File: config.mk
export PLATFORM = sky130hd
export DESIGN_NAME = ping_timer_top
export DESIGN_NICKNAME = d
export VERILOG_FILES = /design/src/ping_timer_pkg.sv /design/src/ping_timer_top.sv /design/src/ping_request_gen.sv /design/src/ping_sequencer.sv /design/src/ping_lfsr.sv
export VERILOG_INCLUDE_DIRS = /design/src
export SDC_FILE = /design/constraint.sdc
export NUM_CORES = 1
export LEC_CHECK = 0
export BUFFER_PORTS_ARGS = -buffer_cell sky130_fd_sc_hd__buf_2
export CAP_MARGIN = 5
export CORE_MARGIN = 2
export CORE_UTILIZATION = 40
export CTS_CLUSTER_SIZE = 20
export DETAILED_ROUTE_END_ITERATION = 16
export HOLD_SLACK_MARGIN = 0.1
export PLACE_DENSITY = 0.68
export SETUP_SLACK_MARGIN = 0.05
export SYNTH_ARGS = -nofsm -noshare
export SYNTH_HDL_FRONTEND = slang
export SYNTH_SLANG_ARGS = --single-unit
File: constraint.sdc
create_clock -name clk_i -period 3.1 [get_ports clk_i]
set_clock_uncertainty 0.2 [all_clocks]
set_input_delay 0.465 -clock clk_i [delete_from_list [all_inputs] [get_ports clk_i]]
set_output_delay 0.465 -clock clk_i [all_outputs]
set_load 0.01 [all_outputs]
File: src/ping_timer_config.svh
/*
 * alert ping timer configuration
 * channel counts, counter and LFSR widths, LFSR seed and feedback taps,
 * and the bit that sets the minimum pause between pings
 */
`ifndef PING_TIMER_CONFIG_SVH
`define PING_TIMER_CONFIG_SVH

// number of alert receivers and escalation senders under test
`define PT_N_ALERTS 6
`define PT_N_ESC 4

// pause and timeout counter width
`define PT_CNT_DW 8

// LFSR width, and the alert index width taken from its upper bits
`define PT_LFSR_DW 16
`define PT_ID_DW 3

// reset state must never be zero, or the LFSR locks up
`define PT_LFSR_SEED 16'hace1
// x^16 + x^14 + x^13 + x^11 + 1, maximal length in Galois form
`define PT_LFSR_TAPS 16'hb400

// forcing this bit keeps every pause at 4 cycles or more
`define PT_MIN_WAIT_BIT 2

`endif
File: src/ping_timer_pkg.sv
/*
 * alert ping timer package
 * FSM state and check-kind enums plus the vector and width types
 */
`include "ping_timer_config.svh"

package ping_timer_pkg;

  // plainly encoded ping FSM states
  typedef enum logic [2:0] {
    INIT,
    ALERT_WAIT,
    ALERT_PING,
    ESC_WAIT,
    ESC_PING
  } state_e;

  // which side the current health check belongs to
  typedef enum logic {
    CHECK_ALERT,
    CHECK_ESC
  } check_e;

  typedef logic [`PT_CNT_DW-1:0]   cnt_t;
  typedef logic [`PT_N_ALERTS-1:0] alert_vec_t;
  typedef logic [`PT_N_ESC-1:0]    esc_vec_t;
  typedef logic [`PT_ID_DW-1:0]    alert_id_t;
  typedef logic [1:0]              esc_id_t;

endpackage

File: src/ping_timer_top.sv
/*
 * alert ping timer top
 * connects the LFSR, the ping sequencer and the request generator
 */
`timescale 1ns/10ps

module ping_timer_top import ping_timer_pkg::*; (
  input  logic       clk_i,
  input  logic       rst_ni,
  input  logic       en_i,
  input  alert_vec_t alert_en_i,
  input  cnt_t       timeout_cyc_i,
  input  alert_vec_t alert_ok_i,
  input  esc_vec_t   esc_ok_i,
  output alert_vec_t alert_ping_req_o,
  output esc_vec_t   esc_ping_req_o,
  output logic       alert_fail_o,
  output logic       esc_fail_o
);

  // sequencer to LFSR and request generator
  logic      draw;
  logic      alert_ping_en;
  logic      esc_ping_en;
  logic      esc_advance;
  logic      alert_timeout;
  logic      esc_timeout;
  // LFSR outputs
  alert_id_t next_id;
  cnt_t      wait_cyc;
  // request generator back to the sequencer
  logic      id_valid;
  logic      alert_answered;
  logic      esc_answered;

  ping_lfsr i_lfsr (
    .clk_i      (clk_i),
    .rst_ni     (rst_ni),
    .draw_i     (draw),
    .next_id_o  (next_id),
    .wait_cyc_o (wait_cyc)
  );

  ping_sequencer i_sequencer (
    .clk_i            (clk_i),
    .rst_ni           (rst_ni),
    .en_i             (en_i),
    .timeout_cyc_i    (timeout_cyc_i),
    .wait_cyc_i       (wait_cyc),
    .id_valid_i       (id_valid),
    .alert_answered_i (alert_answered),
    .esc_answered_i   (esc_answered),
    .draw_o           (draw),
    .alert_ping_en_o  (alert_ping_en),
    .esc_ping_en_o    (esc_ping_en),
    .esc_advance_o    (esc_advance),
    .alert_timeout_o  (alert_timeout),
    .esc_timeout_o    (esc_timeout)
  );

  ping_request_gen i_request_gen (
    .clk_i            (clk_i),
    .rst_ni           (rst_ni),
    .draw_i           (draw),
    .next_id_i        (next_id),
    .esc_advance_i    (esc_advance),
    .alert_ping_en_i  (alert_ping_en),
    .esc_ping_en_i    (esc_ping_en),
    .alert_timeout_i  (alert_timeout),
    .esc_timeout_i    (esc_timeout),
    .alert_en_i       (alert_en_i),
    .alert_ok_i       (alert_ok_i),
    .esc_ok_i         (esc_ok_i),
    .alert_ping_req_o (alert_ping_req_o),
    .esc_ping_req_o   (esc_ping_req_o),
    .id_valid_o       (id_valid),
    .alert_answered_o (alert_answered),
    .esc_answered_o   (esc_answered),
    .alert_fail_o     (alert_fail_o),
    .esc_fail_o       (esc_fail_o)
  );

endmodule

File: src/ping_request_gen.sv
/*
 * ping request generator
 * holds the alert and escalation indices, decodes the one-hot requests
 * and sorts the ok inputs into answers and spurious responses
 */
`timescale 1ns/10ps
`include "ping_timer_config.svh"

module ping_request_gen import ping_timer_pkg::*; (
  input  logic       clk_i,
  input  logic       rst_ni,
  input  logic       draw_i,
  input  alert_id_t  next_id_i,
  input  logic       esc_advance_i,
  input  logic       alert_ping_en_i,
  input  logic       esc_ping_en_i,
  input  logic       alert_timeout_i,
  input  logic       esc_timeout_i,
  input  alert_vec_t alert_en_i,
  input  alert_vec_t alert_ok_i,
  input  esc_vec_t   esc_ok_i,
  output alert_vec_t alert_ping_req_o,
  output esc_vec_t   esc_ping_req_o,
  output logic       id_valid_o,
  output logic       alert_answered_o,
  output logic       esc_answered_o,
  output logic       alert_fail_o,
  output logic       esc_fail_o
);

  alert_id_t                 alert_id_q;
  esc_id_t                   esc_id_q;
  logic [2**`PT_ID_DW-1:0]   en_mask;
  logic                      spurious_alert;
  logic                      spurious_esc;

  //////////////////////////////////////////////////
  // index registers
  //////////////////////////////////////////////////

  // the index must stay fixed for the whole ping, or the answer looks spurious
  always_ff @(posedge clk_i or negedge rst_ni) begin
    if (!rst_ni) begin
      alert_id_q <= '0;
      esc_id_q   <= '0;
    end else begin
      if (draw_i) begin
        alert_id_q <= next_id_i;
      end
      if (esc_advance_i) begin
        esc_id_q <= (esc_id_q == esc_id_t'(`PT_N_ESC - 1)) ? '0 : esc_id_q + 1'b1;
      end
    end
  end

  // pad the enables to a power of two so every index value selects a bit
  assign en_mask    = (2**`PT_ID_DW)'(alert_en_i);
  assign id_valid_o = en_mask[alert_id_q];

  //////////////////////////////////////////////////
  // requests and responses
  //////////////////////////////////////////////////

  assign alert_ping_req_o = alert_vec_t'(alert_ping_en_i) << alert_id_q;
  assign esc_ping_req_o   = esc_vec_t'(esc_ping_en_i) << esc_id_q;

  assign alert_answered_o = |(alert_ok_i & alert_ping_req_o);
  assign esc_answered_o   = |(esc_ok_i & esc_ping_req_o);

  // any ok without its own request counts, late answers included
  assign spurious_alert = |(alert_ok_i & ~alert_ping_req_o);
  assign spurious_esc   = |(esc_ok_i & ~esc_ping_req_o);

  assign alert_fail_o = spurious_alert | alert_timeout_i;
  assign esc_fail_o   = spurious_esc | esc_timeout_i;

endmodule

File: src/ping_sequencer.sv
/*
 * ping sequencer
 * FSM that alternates alert and escalation checks, each a random pause
 * followed by a ping that ends on an answer, a timeout or a skip
 */
`timescale 1ns/10ps

module ping_sequencer import ping_timer_pkg::*; (
  input  logic clk_i,
  input  logic rst_ni,
  input  logic en_i,
  input  cnt_t timeout_cyc_i,
  input  cnt_t wait_cyc_i,
  input  logic id_valid_i,
  input  logic alert_answered_i,
  input  logic esc_answered_i,
  output logic draw_o,
  output logic alert_ping_en_o,
  output logic esc_ping_en_o,
  output logic esc_advance_o,
  output logic alert_timeout_o,
  output logic esc_timeout_o
);

  state_e state_q;
  state_e state_d;
  cnt_t   cnt_q;
  cnt_t   cnt_setval;
  check_e check_kind;
  logic   wait_set;
  logic   timeout_set;
  logic   timer_expired;
  logic   ping_timeout;

  //////////////////////////////////////////////////
  // shared down-counter
  //////////////////////////////////////////////////

  // a value W loaded here runs for W+1 cycles before it reads zero
  assign timer_expired = (cnt_q == '0);
  assign cnt_setval    = wait_set ? wait_cyc_i : timeout_cyc_i;

  // every load also pulls a fresh value from the LFSR
  assign draw_o = wait_set | timeout_set;

  always_ff @(posedge clk_i or negedge rst_ni) begin
    if (!rst_ni) begin
      cnt_q <= '0;
    end else if (draw_o) begin
      cnt_q <= cnt_setval;
    end else if (!timer_expired) begin
      cnt_q <= cnt_q - 1'b1;
    end
  end

  //////////////////////////////////////////////////
  // ping FSM
  //////////////////////////////////////////////////

  always_comb begin
    state_d         = state_q;
    wait_set        = 1'b0;
    timeout_set     = 1'b0;
    alert_ping_en_o = 1'b0;
    esc_ping_en_o   = 1'b0;
    esc_advance_o   = 1'b0;
    ping_timeout    = 1'b0;

    unique case (state_q)
      // leaves on the first enable and is never entered again
      INIT: begin
        if (en_i) begin
          state_d  = ALERT_WAIT;
          wait_set = 1'b1;
        end
      end
      ALERT_WAIT: begin
        if (timer_expired) begin
          state_d     = ALERT_PING;
          timeout_set = 1'b1;
        end
      end
      // a disabled index skips the check after one cycle without a request
      ALERT_PING: begin
        alert_ping_en_o = id_valid_i;
        if (timer_expired || alert_answered_i || !id_valid_i) begin
          state_d      = ESC_WAIT;
          wait_set     = 1'b1;
          ping_timeout = timer_expired && id_valid_i && !alert_answered_i;
        end
      end
      ESC_WAIT: begin
        if (timer_expired) begin
          state_d     = ESC_PING;
          timeout_set = 1'b1;
        end
      end
      // the round-robin index steps when the check ends, pass or fail
      ESC_PING: begin
        esc_ping_en_o = 1'b1;
        if (timer_expired || esc_answered_i) begin
          state_d       = ALERT_WAIT;
          wait_set      = 1'b1;
          esc_advance_o = 1'b1;
          ping_timeout  = timer_expired && !esc_answered_i;
        end
      end
      default: begin
        state_d = INIT;
      end
    endcase
  end

  // steer the timeout pulse to the side whose check is running
  assign check_kind = (state_q == ESC_WAIT || state_q == ESC_PING) ? CHECK_ESC : CHECK_ALERT;

  assign alert_timeout_o = ping_timeout && (check_kind == CHECK_ALERT);
  assign esc_timeout_o   = ping_timeout && (check_kind == CHECK_ESC);

  always_ff @(posedge clk_i or negedge rst_ni) begin
    if (!rst_ni) begin
      state_q <= INIT;
    end else begin
      state_q <= state_d;
    end
  end

endmodule

File: src/ping_lfsr.sv
/*
 * ping LFSR
 * 16-bit Galois LFSR stepped once per draw, presenting a folded alert
 * index from its upper bits and a pause length from its lower bits
 */
`timescale 1ns/10ps
`include "ping_timer_config.svh"

module ping_lfsr import ping_timer_pkg::*; (
  input  logic      clk_i,
  input  logic      rst_ni,
  input  logic      draw_i,
  output alert_id_t next_id_o,
  output cnt_t      wait_cyc_o
);

  logic [`PT_LFSR_DW-1:0] lfsr_q;
  logic [`PT_LFSR_DW-1:0] lfsr_d;
  alert_id_t              raw_id;

  //////////////////////////////////////////////////
  // LFSR state
  //////////////////////////////////////////////////

  // right-shifting Galois form, the bit shifted out selects the tap mask
  assign lfsr_d = (lfsr_q >> 1) ^ (lfsr_q[0] ? `PT_LFSR_TAPS : '0);

  always_ff @(posedge clk_i or negedge rst_ni) begin
    if (!rst_ni) begin
      lfsr_q <= `PT_LFSR_SEED;
    end else if (draw_i) begin
      // the consumers sample the current outputs in the draw cycle
      lfsr_q <= lfsr_d;
    end
  end

  //////////////////////////////////////////////////
  // derived values
  //////////////////////////////////////////////////

  // index from the top bits of the state
  assign raw_id = lfsr_q[`PT_LFSR_DW-1 -: `PT_ID_DW];

  // out of range indices are folded back down, so the lowest indices come up
  // more often but fewer draws end up as skips
  assign next_id_o = (raw_id >= alert_id_t'(`PT_N_ALERTS)) ?
                     raw_id - alert_id_t'(`PT_N_ALERTS) : raw_id;

  // pause from the low bits, with the minimum pause bit always set
  assign wait_cyc_o = lfsr_q[`PT_CNT_DW-1:0] | (cnt_t'(1) << `PT_MIN_WAIT_BIT);

endmodule

After elaboration in Yosys (flattened, before gate mapping)
Index checks and enable logic that the tools add are counted.
- add/subtract/negate cells: 3
- $lt $le $gt $ge: 2
- equality and inequality tests: 11
- shift-type cells: 2
- mux-type cells: 27
- bitwise logic cells: 11
- reduce and logical (&&, ||, !) cells: 20
- operators with widths (kind ; number):
    8-bit two-way mux ; 3
    3-bit two-way mux ; 6
    16-bit two-way mux ; 1
    15-bit by 16-bit bitwise XOR with 16-bit output ; 1
    3-bit case mux with 5 select lines ; 1
    6-bit AND ; 2
    1-bit two-way mux ; 12
    6-bit OR reduction ; 2
    4-bit AND ; 2
    8-bit zero test ; 1
    2-bit by 1-bit inequality test with 1-bit output (second input constant) ; 4
    4-bit OR reduction ; 2
    8-bit by 1-bit subtractor with 8-bit output (second input constant) ; 1
    3-bit by 2-bit == test with 1-bit output (second input constant) ; 2
    6-bit inverter ; 1
    1-bit by 3-bit << shifter with 6-bit output ; 1
    1-bit logical AND ; 5
    5-bit AND reduction ; 1
    1-bit logical OR ; 4
    3-bit by 4-bit less-than comparator with 1-bit output (second input constant) ; 1
    2-bit inequality test (second input constant) ; 2
    4-bit inverter ; 1
    1-bit by 2-bit << shifter with 4-bit output ; 1
    1-bit binary-select mux with 3-bit select ; 1
    other kinds (14) ; 18
- flip-flop bits (word level): 32
- input port bits: 27
- output and inout port bits: 12
- word-level logic and storage cells: 81

Longest topological paths before layout
Gate-level depths: netlist (run 1).
- depth in word-level cells: 12
- mapped depth: 8
- mapped depth without buffers: 7

By module
From an unflattened synthesis (run 1), not the netlist that was laid out.
- cells, all modules: 201
- area, all modules: 2178.3 um^2
- modules (own cells, without submodules) (module ; times used ; cells an instance ; area an instance (um^2) ; sequential area each (um^2)):
    ping_sequencer ; 1 ; 86 ; 865.8 ; 275.3
    ping_lfsr ; 1 ; 52 ; 739.5 ; 410.4
    ping_request_gen ; 1 ; 63 ; 573.0 ; 125.1

Worst setup path before layout (run 1)
Ideal clock, no wire load.
- path type: register to output
- start point: register i_sequencer.cnt_q[0]
- end point: output esc_fail_o
- data arrival time: 2.154 ns
- required time: 2.435 ns
- path slack: 0.281 ns
- stages on the path, launching flop included: 8
- buffers on the path: 1
- cell sequence: dfrtp_1 -> inv_1 -> ha_1 -> or3b_2 -> nor2_1 -> clkbuf_1 -> nand2_1 -> o21ai_0
- cells in the longest elaborated chain, start to end: 7
- elaborated cells on any way between the ends: 12
- those cells by class: 3 x mux; 1 x bitwise; 8 x reduce/logical
- RTL lines (item ; RTL line ; text):
    from (decl) ; ping_sequencer.sv:27 ; cnt_t cnt_q;
    from (signal assigned) ; ping_sequencer.sv:50 ; cnt_q <= cnt_setval;
    from (signal assigned) ; ping_sequencer.sv:52 ; cnt_q <= cnt_q - 1'b1;
    8-bit zero test (*) ; ping_sequencer.sv:40 ; assign timer_expired = (cnt_q == '0);
    1-bit logical AND / 1-bit logical OR (equally long branches) (2 in series) ; ping_sequencer.sv:89, ping_sequencer.sv:86 ;
    1-bit two-way mux ; ping_sequencer.sv:86 ; if (timer_expired || alert_answered_i || !id_valid_i) begin
    1-bit case mux with 2 select lines (*) ; ping_sequencer.sv:69 ; unique case (state_q)
    1-bit logical AND (*) ; ping_sequencer.sv:118 ; assign esc_timeout_o = ping_timeout && (check_kind == CHECK_ESC);
    1-bit OR (*) ; ping_request_gen.sv:75 ; assign esc_fail_o = spurious_esc | esc_timeout_i;
    to (decl) ; ping_timer_top.sv:18 ; output logic esc_fail_o
Mark *: on every way between the ends. The rest lies on a longest branch, timed or not.

Worst setup path after layout (run 1)
- start point: register i_request_gen.alert_id_q[0]
- end point: output alert_fail_o
- cells in the longest elaborated chain, start to end: 12
- elaborated cells on any way between the ends: 19
- those cells by class: 1 x shift; 5 x mux; 4 x bitwise; 9 x reduce/logical
- RTL lines (item ; RTL line ; text):
    from (decl) ; ping_request_gen.sv:31 ; alert_id_t alert_id_q;
    from (signal assigned) ; ping_request_gen.sv:48 ; alert_id_q <= next_id_i;
    1-bit binary-select mux with 3-bit select ; ping_request_gen.sv:58 ; assign id_valid_o = en_mask[alert_id_q];
    1-bit two-way mux (implied by the code) ; ping_request_gen.sv:58 ;
    1-bit two-way mux ; ping_sequencer.sv:69 ;
    1-bit by 3-bit << shifter with 6-bit output ; ping_request_gen.sv:64 ; assign alert_ping_req_o = alert_vec_t'(alert_ping_en_i) << alert_id_q;
    6-bit AND ; ping_request_gen.sv:67 ; assign alert_answered_o = |(alert_ok_i & alert_ping_req_o);
    6-bit OR reduction ; ping_request_gen.sv:67 ;
    1-bit zero test / 1-bit logical OR (equally long branches) ; ping_sequencer.sv:89, ping_sequencer.sv:86 ;
    1-bit logical AND / 1-bit logical OR (equally long branches) ; ping_sequencer.sv:89, ping_sequencer.sv:86 ;
    1-bit two-way mux ; ping_sequencer.sv:86 ;
    1-bit case mux with 2 select lines ; ping_sequencer.sv:69 ;
    1-bit logical AND ; ping_sequencer.sv:117 ; assign alert_timeout_o = ping_timeout && (check_kind == CHECK_ALERT);
    1-bit OR (*) ; ping_request_gen.sv:74 ; assign alert_fail_o = spurious_alert | alert_timeout_i;
    to (decl) ; ping_timer_top.sv:17 ; output logic alert_fail_o,
Mark *: on every way between the ends. The rest lies on a longest branch, timed or not. The select of a mux whose other input is x is not followed.

==> impl_metrics.yaml, run 1 <==
outcome:
  status: "finished clean"
layout:
  regArea_um2: 811
  final_nets: 268
  drive_above_1_share_pct: 40.8
  nFillCells: 480
  area_growth_pct: 20.6
  fin_cells: 310
  multi_input_area_um2: 1200
  final_util_pct: 49.3
  antenna_cells: 0
timing:
  report.final.slew_viol_count: 0
  period_needed_ps: 2930
  tightest_slew_ps: 714
  hold_viol_final: 0
  setup_slack_ps: 166
  clock.fmax_mhz: 341
  period_share_pct: 94.7
  setup_tns_ps: 0
  rsz0062_at_grt: "no"
  max_slew_margin_pct: 52.4
  setup_viol: 0
cts:
  clockRootBuffer: "clkbuf_8"
  cts.sinks: 32
  clock_latency_ps: 290
  cts_tree: "yes"
  clk_pin_slew_ps: 70
  htree_levels: 2
  clock_path_buffers: 2
  numCtsBuffers: 5
die:
  io_pins: 39
  die-height_um: 75.8
  fp.dieArea_um2: 5740
  die_x_um: 75.8
  core_um2: 5040
  start_util_pct: 40.9
  rows: 26
global_routing:
  grt_start_max_net_pins: 33
  grt_pass1_vias: 1584
  antenna_found_initial: 0
  gr-usage-all-layers_pct: 17.0
  globalRouteOverflowTotal: 0
  grt_pass1_wl_mm: 7.38
synthesis:
  synth_top_cells_by_area: "dfrtp_1 29%, dfstp_2 10%, mux2_2 8.2%, mux2_4 8.0%, nor2_1 3.5%"
  ys_types: 50
  synth_commonest_cells: "24 x dfrtp_1, 19 x nor2_1, 15 x mux2_2"
  ys_ff_latch: 32
  synth_top_area_share_pct: 29.1
  postSynthCellCount: 194
  synth.net_count: 223
  synth_flop_cell: "dfrtp_1"
  ys_async_sr_fraction_pct: 100
  synth-edff-count: 0
  yosys.area.top_type: "dfrtp_1"
  yosysMostFrequentCell: "dfrtp_1"
  syn_avg_cell_area_um2: 10.6
  syn_area_um2: 2060
  synth_warnings: 0
  ys_seq_area_share_pct: 39.3
run:
  cap_violations: 0
drt:
  vias: 1668
  ant_nets: 0
  vias_per_cell: 5.38
  wire_per_inst_um: 14.2
  drt-initial-drc-count: 83
  drc: 0
  drtPass1Iterations: 7
  wl_mm: 4.42
placement:
  globalplace.congestion: 0.798
  hpwl_mm: 3.23
  dp.cells: 300
  numPortBuffers: 38
  pre_cts_ws_ps: 306
worst_hold_path:
  hold_class: "input pin to flip-flop"
  holdPathEnd: "i_sequencer.cnt_q[3]"
  min_from: "timeout_cyc_i[3]"
  hold_depth: 3
critical_path:
  cp.required_ps: 2430
  cp.arrival_ps: 2270
  reg2reg_to: "i_lfsr.lfsr_q[8]"
  critPathMaxStageDelay_ps: 490
  r2r_cells: 7
  path_cells: "mux2_4, a222oi_1, and2b_2, a31o_4, o2111ai_2, buf_2"
  end_kind: "primary output"
  crit_fanout: 4
  critical_path_class: "flip-flop to primary output"
  worst_path_max_delay_cell: "a222oi_1"
  start_kind: "flip-flop"
  r2r-start: "i_sequencer.cnt_q[0]"
  rrSetupSlack_ps: 330
power:
  leakagePower_uw: 0.00110
  peakVddDrop_uv: 281
  power_density_nw_per_um2: 555
## how the worst max path moves through the flow
stage / endpoint / start / cells past startpoint
4_1_cts: alert_fail_o / i_request_gen.alert_id_q[0] / 6
3_5_place_dp: i_lfsr.lfsr_q[8] / i_sequencer.cnt_q[0] / 7
3_3_place_gp: alert_fail_o / alert_en_i[0] / 7
5_1_grt: alert_fail_o / i_request_gen.alert_id_q[0] / 6
2_1_floorplan: esc_fail_o / i_sequencer.cnt_q[0] / 7
6_report: alert_fail_o / i_request_gen.alert_id_q[0] / 6
## routing by layer
metal | share of wire (%) | global-route usage, %
met5 | 0 | 0
met4 | 1.3 | 5.26
met3 | 3.4 | 3.57
met2 | 48 | 26.8
met1 | 47 | 23.3
## where the power goes
part	leakage (uW)	internal [uW]	switching [uW]
clock network	0.0000541	238	160
logic	0.000648	206	208
registers	0.000397	481	87.0
## registers in the layout, indices dropped and copies added (netlist names)
| signal | cells |
|---|---|
| i_sequencer.cnt_q | 8 |
| i_sequencer.state_q | 3 |
| i_request_gen.alert_id_q | 3 |
| i_request_gen.esc_id_q | 2 |
| i_lfsr.lfsr_q | 16 |
## kinds of logic after synthesis
kind of cell    Yosys count  synth area share, %
simple gates             75                 20.3
compound gates           34                 13.6
flops                    32                 39.3
mux                      31                 19.2
buf+inv                  13                 3.34
xor+xnor                  7                 2.98
fa+ha+maj                 2                 1.21
## cells in the final DEF (no fill, tap or decap), drive strengths merged, types with 2 or more instances in the layout
master,synthesis,final
dfrtp,24,24
nor3,8,8
a221o,2,2
nand3,6,6
nand2,12,12
mux2i,4,4
nand2b,7,7
dfstp,8,8
clkbuf,4,5
nor3b,6,6
o311ai,2,2
mux2,26,26
o22a,2,2
o32ai,3,3
nor4,5,5
nor2,19,19
o21ai,4,4
nor2b,5,5
o211ai,2,2
inv,4,4
xor2,5,5
buf,5,46
ha,2,2
xnor2,2,2
a21oi,8,8
## worst max-delay path, delay by kind of cell (launching register included)
| kind | cells | cell delay, ps |
|---|---|---|
| buffers and inverters | 1 | 150 |
| AND/OR/NAND/NOR | 1 | 310 |
| multiplexers | 1 | 310 |
| AO/OA/AOI/OAI | 3 | 790 |
| flip-flops | 1 | 420 |
## layout make-up
| type | instances | share of cell area [%] |
|---|---|---|
| multi-input cells | 149 | 48.3 |
| repair buffers | 47 | 10.5 |
| clock inverters | 3 | 1.71 |
| clock buffers | 5 | 2.77 |
| flip-flops and latches | 32 | 32.6 |
| inverters | 4 | 0.604 |
| well taps | 70 | 3.52 |
## repair_timing
item                                   in CTS  in global routing
buffers inserted                            0                  1
hold buffers                                1                  0
setup endpoints to repair                   0                  1
resized for setup                           0                  4
endpoints found under the hold margin      24                  0
## stage by stage
step	power, uW	hold slack (ps)	cell area, um^2
finish	1380	210	2480
CTS	1380	207	2460
floorplan	875	-30.6	2060
detailed placement	975	293	2340
global route	1470	222	2480
global placement	969	286	2340
Note: power is estimated with default switching activity, not from simulation.
==> run 2, diff against run 1 <==
--- a/config.mk
+++ b/config.mk
@@ -6,6 +6,7 @@
 export SDC_FILE = /design/constraint.sdc
 export NUM_CORES = 1
 export LEC_CHECK = 0
+export ABC_AREA = 1
 export BUFFER_PORTS_ARGS = -buffer_cell sky130_fd_sc_hd__buf_2
 export CAP_MARGIN = 5
 export CORE_MARGIN = 2
==> impl_metrics.yaml, run 2 <==
global_routing:
  antenna_found_initial: 0
  globalRouteOverflowTotal: 0
  grt_pass1_vias: 1864
  grt_pass1_wl_mm: 8.06
  grt_start_max_net_pins: 33
  gr-usage-all-layers_pct: 16.8
synthesis:
  synth-edff-count: 0
  synth_commonest_cells: "75 x nand2_1, 31 x inv_1, 24 x dfrtp_1, 24 x nor2_1, 16 x nand3_1"
  syn_area_um2: 2090
  synth_warnings: 0
  ys_async_sr_fraction_pct: 100
  yosys.area.top_type: "dfrtp_1"
  synth_top_area_share_pct: 28.7
  synth_top_cells_by_area: "dfrtp_1 29%, nand2_1 13%, dfstp_2 10%, inv_1 5.6%, nor2_1 4.3%"
  yosysMostFrequentCell: "nand2_1"
  postSynthCellCount: 279
  synth.net_count: 308
  syn_avg_cell_area_um2: 7.49
  ys_types: 40
  synth_flop_cell: "dfrtp_1"
  ys_ff_latch: 32
  ys_seq_area_share_pct: 38.8
timing:
  clock.fmax_mhz: 347
  hold_viol_final: 0
  setup_tns_ps: 0
  period_share_pct: 92.9
  rsz0062_at_grt: "no"
  report.final.slew_viol_count: 0
  setup_viol: 0
  max_slew_margin_pct: 53.6
  period_needed_ps: 2880
  tightest_slew_ps: 696
worst_hold_path:
  hold_class: "input pin to flip-flop"
  min_from: "timeout_cyc_i[2]"
layout:
  regArea_um2: 813
  top_regs: "i_lfsr.lfsr_q: 16 flops, i_sequencer.cnt_q: 8 flops"
  final_nets: 353
  largest_reg_flops: 16
  antenna_cells: 0
  drive_above_1_share_pct: 30.8
  layout_common_cells: "75 x nand2_1, 38 x buf_2, 30 x inv_1"
  multi_input_area_um2: 1080
  largest-register: "i_lfsr.lfsr_q"
  area_growth_pct: 18.6
  final_common_cell: "nand2_1"
  fin_cells: 395
  nFillCells: 526
critical_path:
  r2r-start: "i_request_gen.alert_id_q[0]"
  path_cells: "nor3_2, nand2_2, nor2_4, inv_1, o21ai_0, nand4_1, a221oi_1, o21ai_0, buf_2"
  rrSetupSlack_ps: 430
  start_kind: "flip-flop"
  end_kind: "primary output"
  critPathMaxStageDelay_ps: 440
  worst_path_most_repeated_cell: "o21ai_0"
  reg2reg_to: "i_sequencer.cnt_q[7]"
  critical_path_buf_inv_count: 2
  critical_path_class: "flip-flop to primary output"
  crit_cells: 9
  cp-endpoint: "alert_fail_o"
  worst_path_max_delay_cell: "nor3_2"
  worstSetupStartpoint: "i_sequencer.state_q[0]"
  r2r_cells: 15
  crit_fanout: 5
  critical_path.top_delay_family: "simple AND/OR/NAND/NOR gates"
  cp.required_ps: 2430
  cp.arrival_ps: 2210
drt:
  vias_per_cell: 4.71
  drtPass1Iterations: 4
  wl_mm: 4.41
  vias: 1860
  ant_nets: 0
  drc: 0
  wire_per_inst_um: 11.2
  drt-initial-drc-count: 57
placement:
  globalplace.congestion: 0.907
  dp.cells: 384
  hpwl_mm: 3.29
  numPortBuffers: 38
power:
  leakagePower_uw: 0.00127
  net-switching-power_uw: 982
  swShare_pct: 44.2
  combPwrFrac_pct: 48.0
  seqPwrFrac_pct: 34.5
  internal-power_uw: 1240
  peakVddDrop_uv: 464
  power_density_nw_per_um2: 897
  p_clk_share_pct: 17.6
cts:
  htree_levels: 2
  cts.sinks: 32
  clk_pin_slew_ps: 70
  cts_tree: "yes"
  clock_latency_ps: 280
  numCtsBuffers: 5
  clock_path_buffers: 2
  clockRootBuffer: "clkbuf_8"
die:
  die-height_um: 76.3
  core_um2: 5070
  io_pins: 39
  fp.dieArea_um2: 5820
  start_util_pct: 41.2
  rows: 26
  die_x_um: 76.3
run:
  cap_violations: 0
outcome:
  status: "finished clean"
run 2: cell families (layout without fill, tap and decap cells):
group	count (synthesis)	in the layout	share of synthesized area, %
and+or+nand+nor	149	149	34.3
buffers and inverters	47	93	10.2
AOI/OAI and AO/OA	41	41	12.2
DFF	32	32	38.8
xor gates and xnor gates	8	8	3.35
adders and majority gates	2	2	1.20
run 2: worst reg2reg max path, delay by kind of cell (launching register included):
| family | cells | cell delay [ps] |
|---|---|---|
| buffers and inverters | 2 | 300 |
| and+or+nand+nor | 11 | 1420 |
| AOI/OAI and AO/OA | 2 | 210 |
| DFF | 1 | 450 |
run 2: cell type report:
class | instances | area share [%]
timing repair buffer | 42 | 8.99
clock buffer | 6 | 2.93
clock inverter | 2 | 1.41
tap | 70 | 3.53
sequential | 32 | 32.8
inverter | 43 | 6.71
multi-input combinational | 200 | 43.6
run 2: power groups by stage:
| stage | logic, uW | clock network [uW] | registers [uW] |
|---|---|---|---|
| detailed placement | 1050 | 0 | 766 |
| CTS | 1060 | 401 | 762 |
| finish | 1070 | 391 | 766 |
| global route | 1250 | 417 | 796 |
| global placement | 1030 | 0 | 765 |
| floorplan | 926 | 0 | 730 |
run 2: repair_timing:
| item | in CTS | in global routing |
|---|---|---|
| hold buffers | 1 | 0 |
| endpoints found under the hold margin | 24 | 0 |
| setup buffers | 0 | 2 |
| gates resized for setup | 0 | 7 |
| endpoints found under the setup margin | 0 | 1 |
run 2: per-layer routing:
layer	up-vias	GRT usage [%]	part of all wire, %
met2	45	28.1	45
met1	826	21.7	48
met4	0	5.45	1.3
met3	6	3.67	5.9
met5	-	0	0
li1	983	-	-
run 2: worst min path at each step:
stage                     depth (start not counted)              endpoint  slack (ps)
after detailed placement                          2      i_lfsr.lfsr_q[2]         270
after floorplan                                   0     i_lfsr.lfsr_q[12]         -30
final                                             3  i_sequencer.cnt_q[2]         250
after CTS                                         3  i_sequencer.cnt_q[2]         250
after global routing                              3  i_sequencer.cnt_q[2]         300
after global placement                            2      i_lfsr.lfsr_q[2]         260
run 2: per-stage QoR:
step / cell area [um^2] / utilization [%] / power (uW) / hold slack [ps] / worst slack [ps]
3_3_place_gp: 2330 / 45.9 / 1790 / 265 / 438
5_1_grt: 2480 / 48.8 / 2460 / 301 / 41.8
2_1_floorplan: 2090 / - / 1660 / -30.6 / 749
4_1_cts: 2450 / 48.2 / 2220 / 250 / 140
6_report: 2480 / 48.8 / 2220 / 251 / 221
3_5_place_dp: 2330 / 45.9 / 1810 / 270 / 387
==> run 3, diff against run 2 <==
--- a/config.mk
+++ b/config.mk
@@ -9,13 +9,14 @@
 export ABC_AREA = 1
 export BUFFER_PORTS_ARGS = -buffer_cell sky130_fd_sc_hd__buf_2
 export CAP_MARGIN = 5
+export CELL_PAD_IN_SITES_DETAIL_PLACEMENT = 0
+export CELL_PAD_IN_SITES_GLOBAL_PLACEMENT = 1
 export CORE_MARGIN = 2
 export CORE_UTILIZATION = 40
 export CTS_CLUSTER_SIZE = 20
 export DETAILED_ROUTE_END_ITERATION = 16
 export HOLD_SLACK_MARGIN = 0.1
-export PLACE_DENSITY = 0.68
-export SETUP_SLACK_MARGIN = 0.05
+export PLACE_DENSITY = 0.86
 export SYNTH_ARGS = -nofsm -noshare
 export SYNTH_HDL_FRONTEND = slang
 export SYNTH_SLANG_ARGS = --single-unit
==> impl_metrics.yaml, run 3 (synthesis results as in run 2) <==
drt:
  drc: 0
  wire_per_inst_um: 11.2
  drt-initial-drc-count: 37
  ant_nets: 0
  vias_per_cell: 4.69
  vias: 1849
  wl_mm: 4.41
  drtPass1Iterations: 4
die:
  die_x_um: 76.3
  die-height_um: 76.3
  fp.dieArea_um2: 5820
  rows: 26
  io_pins: 39
  core_um2: 5070
  start_util_pct: 41.2
power:
  peakVddDrop_uv: 463
  power_density_nw_per_um2: 900
  leakagePower_uw: 0.00127
  power.total_uw: 2230
layout:
  drive_above_1_share_pct: 30.6
  final_nets: 352
  area_growth_pct: 18.3
  top_regs: "i_lfsr.lfsr_q: 16 flops, i_sequencer.cnt_q: 8 flops"
  nFillCells: 523
  antenna_cells: 0
  final_common_cell: "nand2_1"
  largest-register: "i_lfsr.lfsr_q"
  largest_reg_flops: 16
  layout_common_cells: "75 x nand2_1, 38 x buf_2, 30 x inv_1"
  fin_cells: 394
global_routing:
  gr-usage-all-layers_pct: 16.2
  grt_start_max_net_pins: 33
  antenna_found_initial: 0
  grt_pass1_vias: 1802
  grt_pass1_wl_mm: 7.69
  globalRouteOverflowTotal: 0
critical_path:
  crit_fanout: 7
  worstSetupStartpoint: "i_request_gen.alert_id_q[1]"
  rrSetupSlack_ps: 410
  cp.arrival_ps: 2230
  r2r-start: "i_request_gen.alert_id_q[0]"
  end_kind: "primary output"
  critical_path_class: "flip-flop to primary output"
  r2r_cells: 18
  cp.required_ps: 2430
  reg2reg_to: "i_sequencer.cnt_q[7]"
  cp-endpoint: "alert_fail_o"
  start_kind: "flip-flop"
placement:
  hpwl_mm: 3.35
  numPortBuffers: 38
  pre_cts_ws_ps: 367
  globalplace.congestion: 0.872
  dp.cells: 384
outcome:
  status: "finished clean"
cts:
  clockRootBuffer: "clkbuf_8"
  cts_tree: "yes"
  numCtsBuffers: 5
  htree_levels: 2
  clock_path_buffers: 2
  clk_pin_slew_ps: 70
  cts.sinks: 32
  clock_latency_ps: 290
timing:
  clock.fmax_mhz: 346
  period_share_pct: 93.3
  report.final.slew_viol_count: 0
  setup_viol: 0
  period_needed_ps: 2890
  max_slew_margin_pct: 52.8
  hold_viol_final: 0
  tightest_slew_ps: 709
  holdWs_ps: 239
  setup_slack_ps: 208
run:
  cap_violations: 0
worst_hold_path:
  hold_class: "input pin to flip-flop"
## run 3: changes by cell type in the layout (fill, tap and decap cells not counted), sizes merged
cell / previous run / this run
buf: 41 / 40
## run 3: worst min path at each step
stage	from	endpoint	slack (ps)	cells past startpoint
after global placement	i_lfsr.lfsr_q[2]	i_lfsr.lfsr_q[2]	260	2
after CTS	timeout_cyc_i[2]	i_sequencer.cnt_q[2]	230	3
after floorplan	rst_ni	i_lfsr.lfsr_q[12]	-30	0
final	timeout_cyc_i[2]	i_sequencer.cnt_q[2]	240	3
after global routing	timeout_cyc_i[2]	i_sequencer.cnt_q[2]	250	3
after detailed placement	i_lfsr.lfsr_q[8]	i_lfsr.lfsr_q[8]	270	2
## run 3: layout make-up
class	count	area (um^2)	area share (%)
clock inverters	2	35.0	1.42
inverters	43	166	6.73
multi-input cells	200	1080	43.8
repair buffers	41	215	8.70
well taps	70	87.6	3.54
clock buffers	6	72.6	2.94
flip-flops and latches	32	813	32.9
## run 3: report_power, final
group	switching (uW)	total (uW)	internal (uW)	leakage (uW)
sequential	153	767	614	0.000387
clock	153	392	238	0.0000552
combinational	677	1070	391	0.000823
total	983	2230	1240	0.00127
## run 3: critical path, stage by stage, from the launching register on
cell	delay, ps
dfrtp_2	460
nor2_2	180
o211ai_2	140
nand2_2	130
nand2_2	90
nor2_4	120
inv_1	60
o21ai_0	140
nand4_1	120
a221oi_1	220
o21ai_0	130
buf_2	160
## run 3: stage by stage
| step | area, um^2 | setup TNS (ps) | utilization, % |
|---|---|---|---|
| after floorplan | 2090 | 0 | - |
| after global placement | 2330 | 0 | 45.9 |
| after detailed placement | 2330 | 0 | 45.9 |
| after CTS | 2450 | 0 | 48.2 |
| after global routing | 2470 | -16.8 | 48.7 |
| final | 2470 | 0 | 48.7 |
## run 3: metal layers
layer,share of wire [%],up-vias,global-route usage [%]
met4,1.4,0,5.45
met1,47,821,20.1
met2,47,41,27.1
li1,-,982,-
met5,0,-,0
met3,5.3,5,4.38
## run 3: repair_timing
action                                  4_1_cts  5_1_grt
endpoints found under the hold margin        24        0
resized for setup                             0        7
hold buffers                                  1        0
buffers inserted                              0        1
endpoints found under the setup margin        0        1
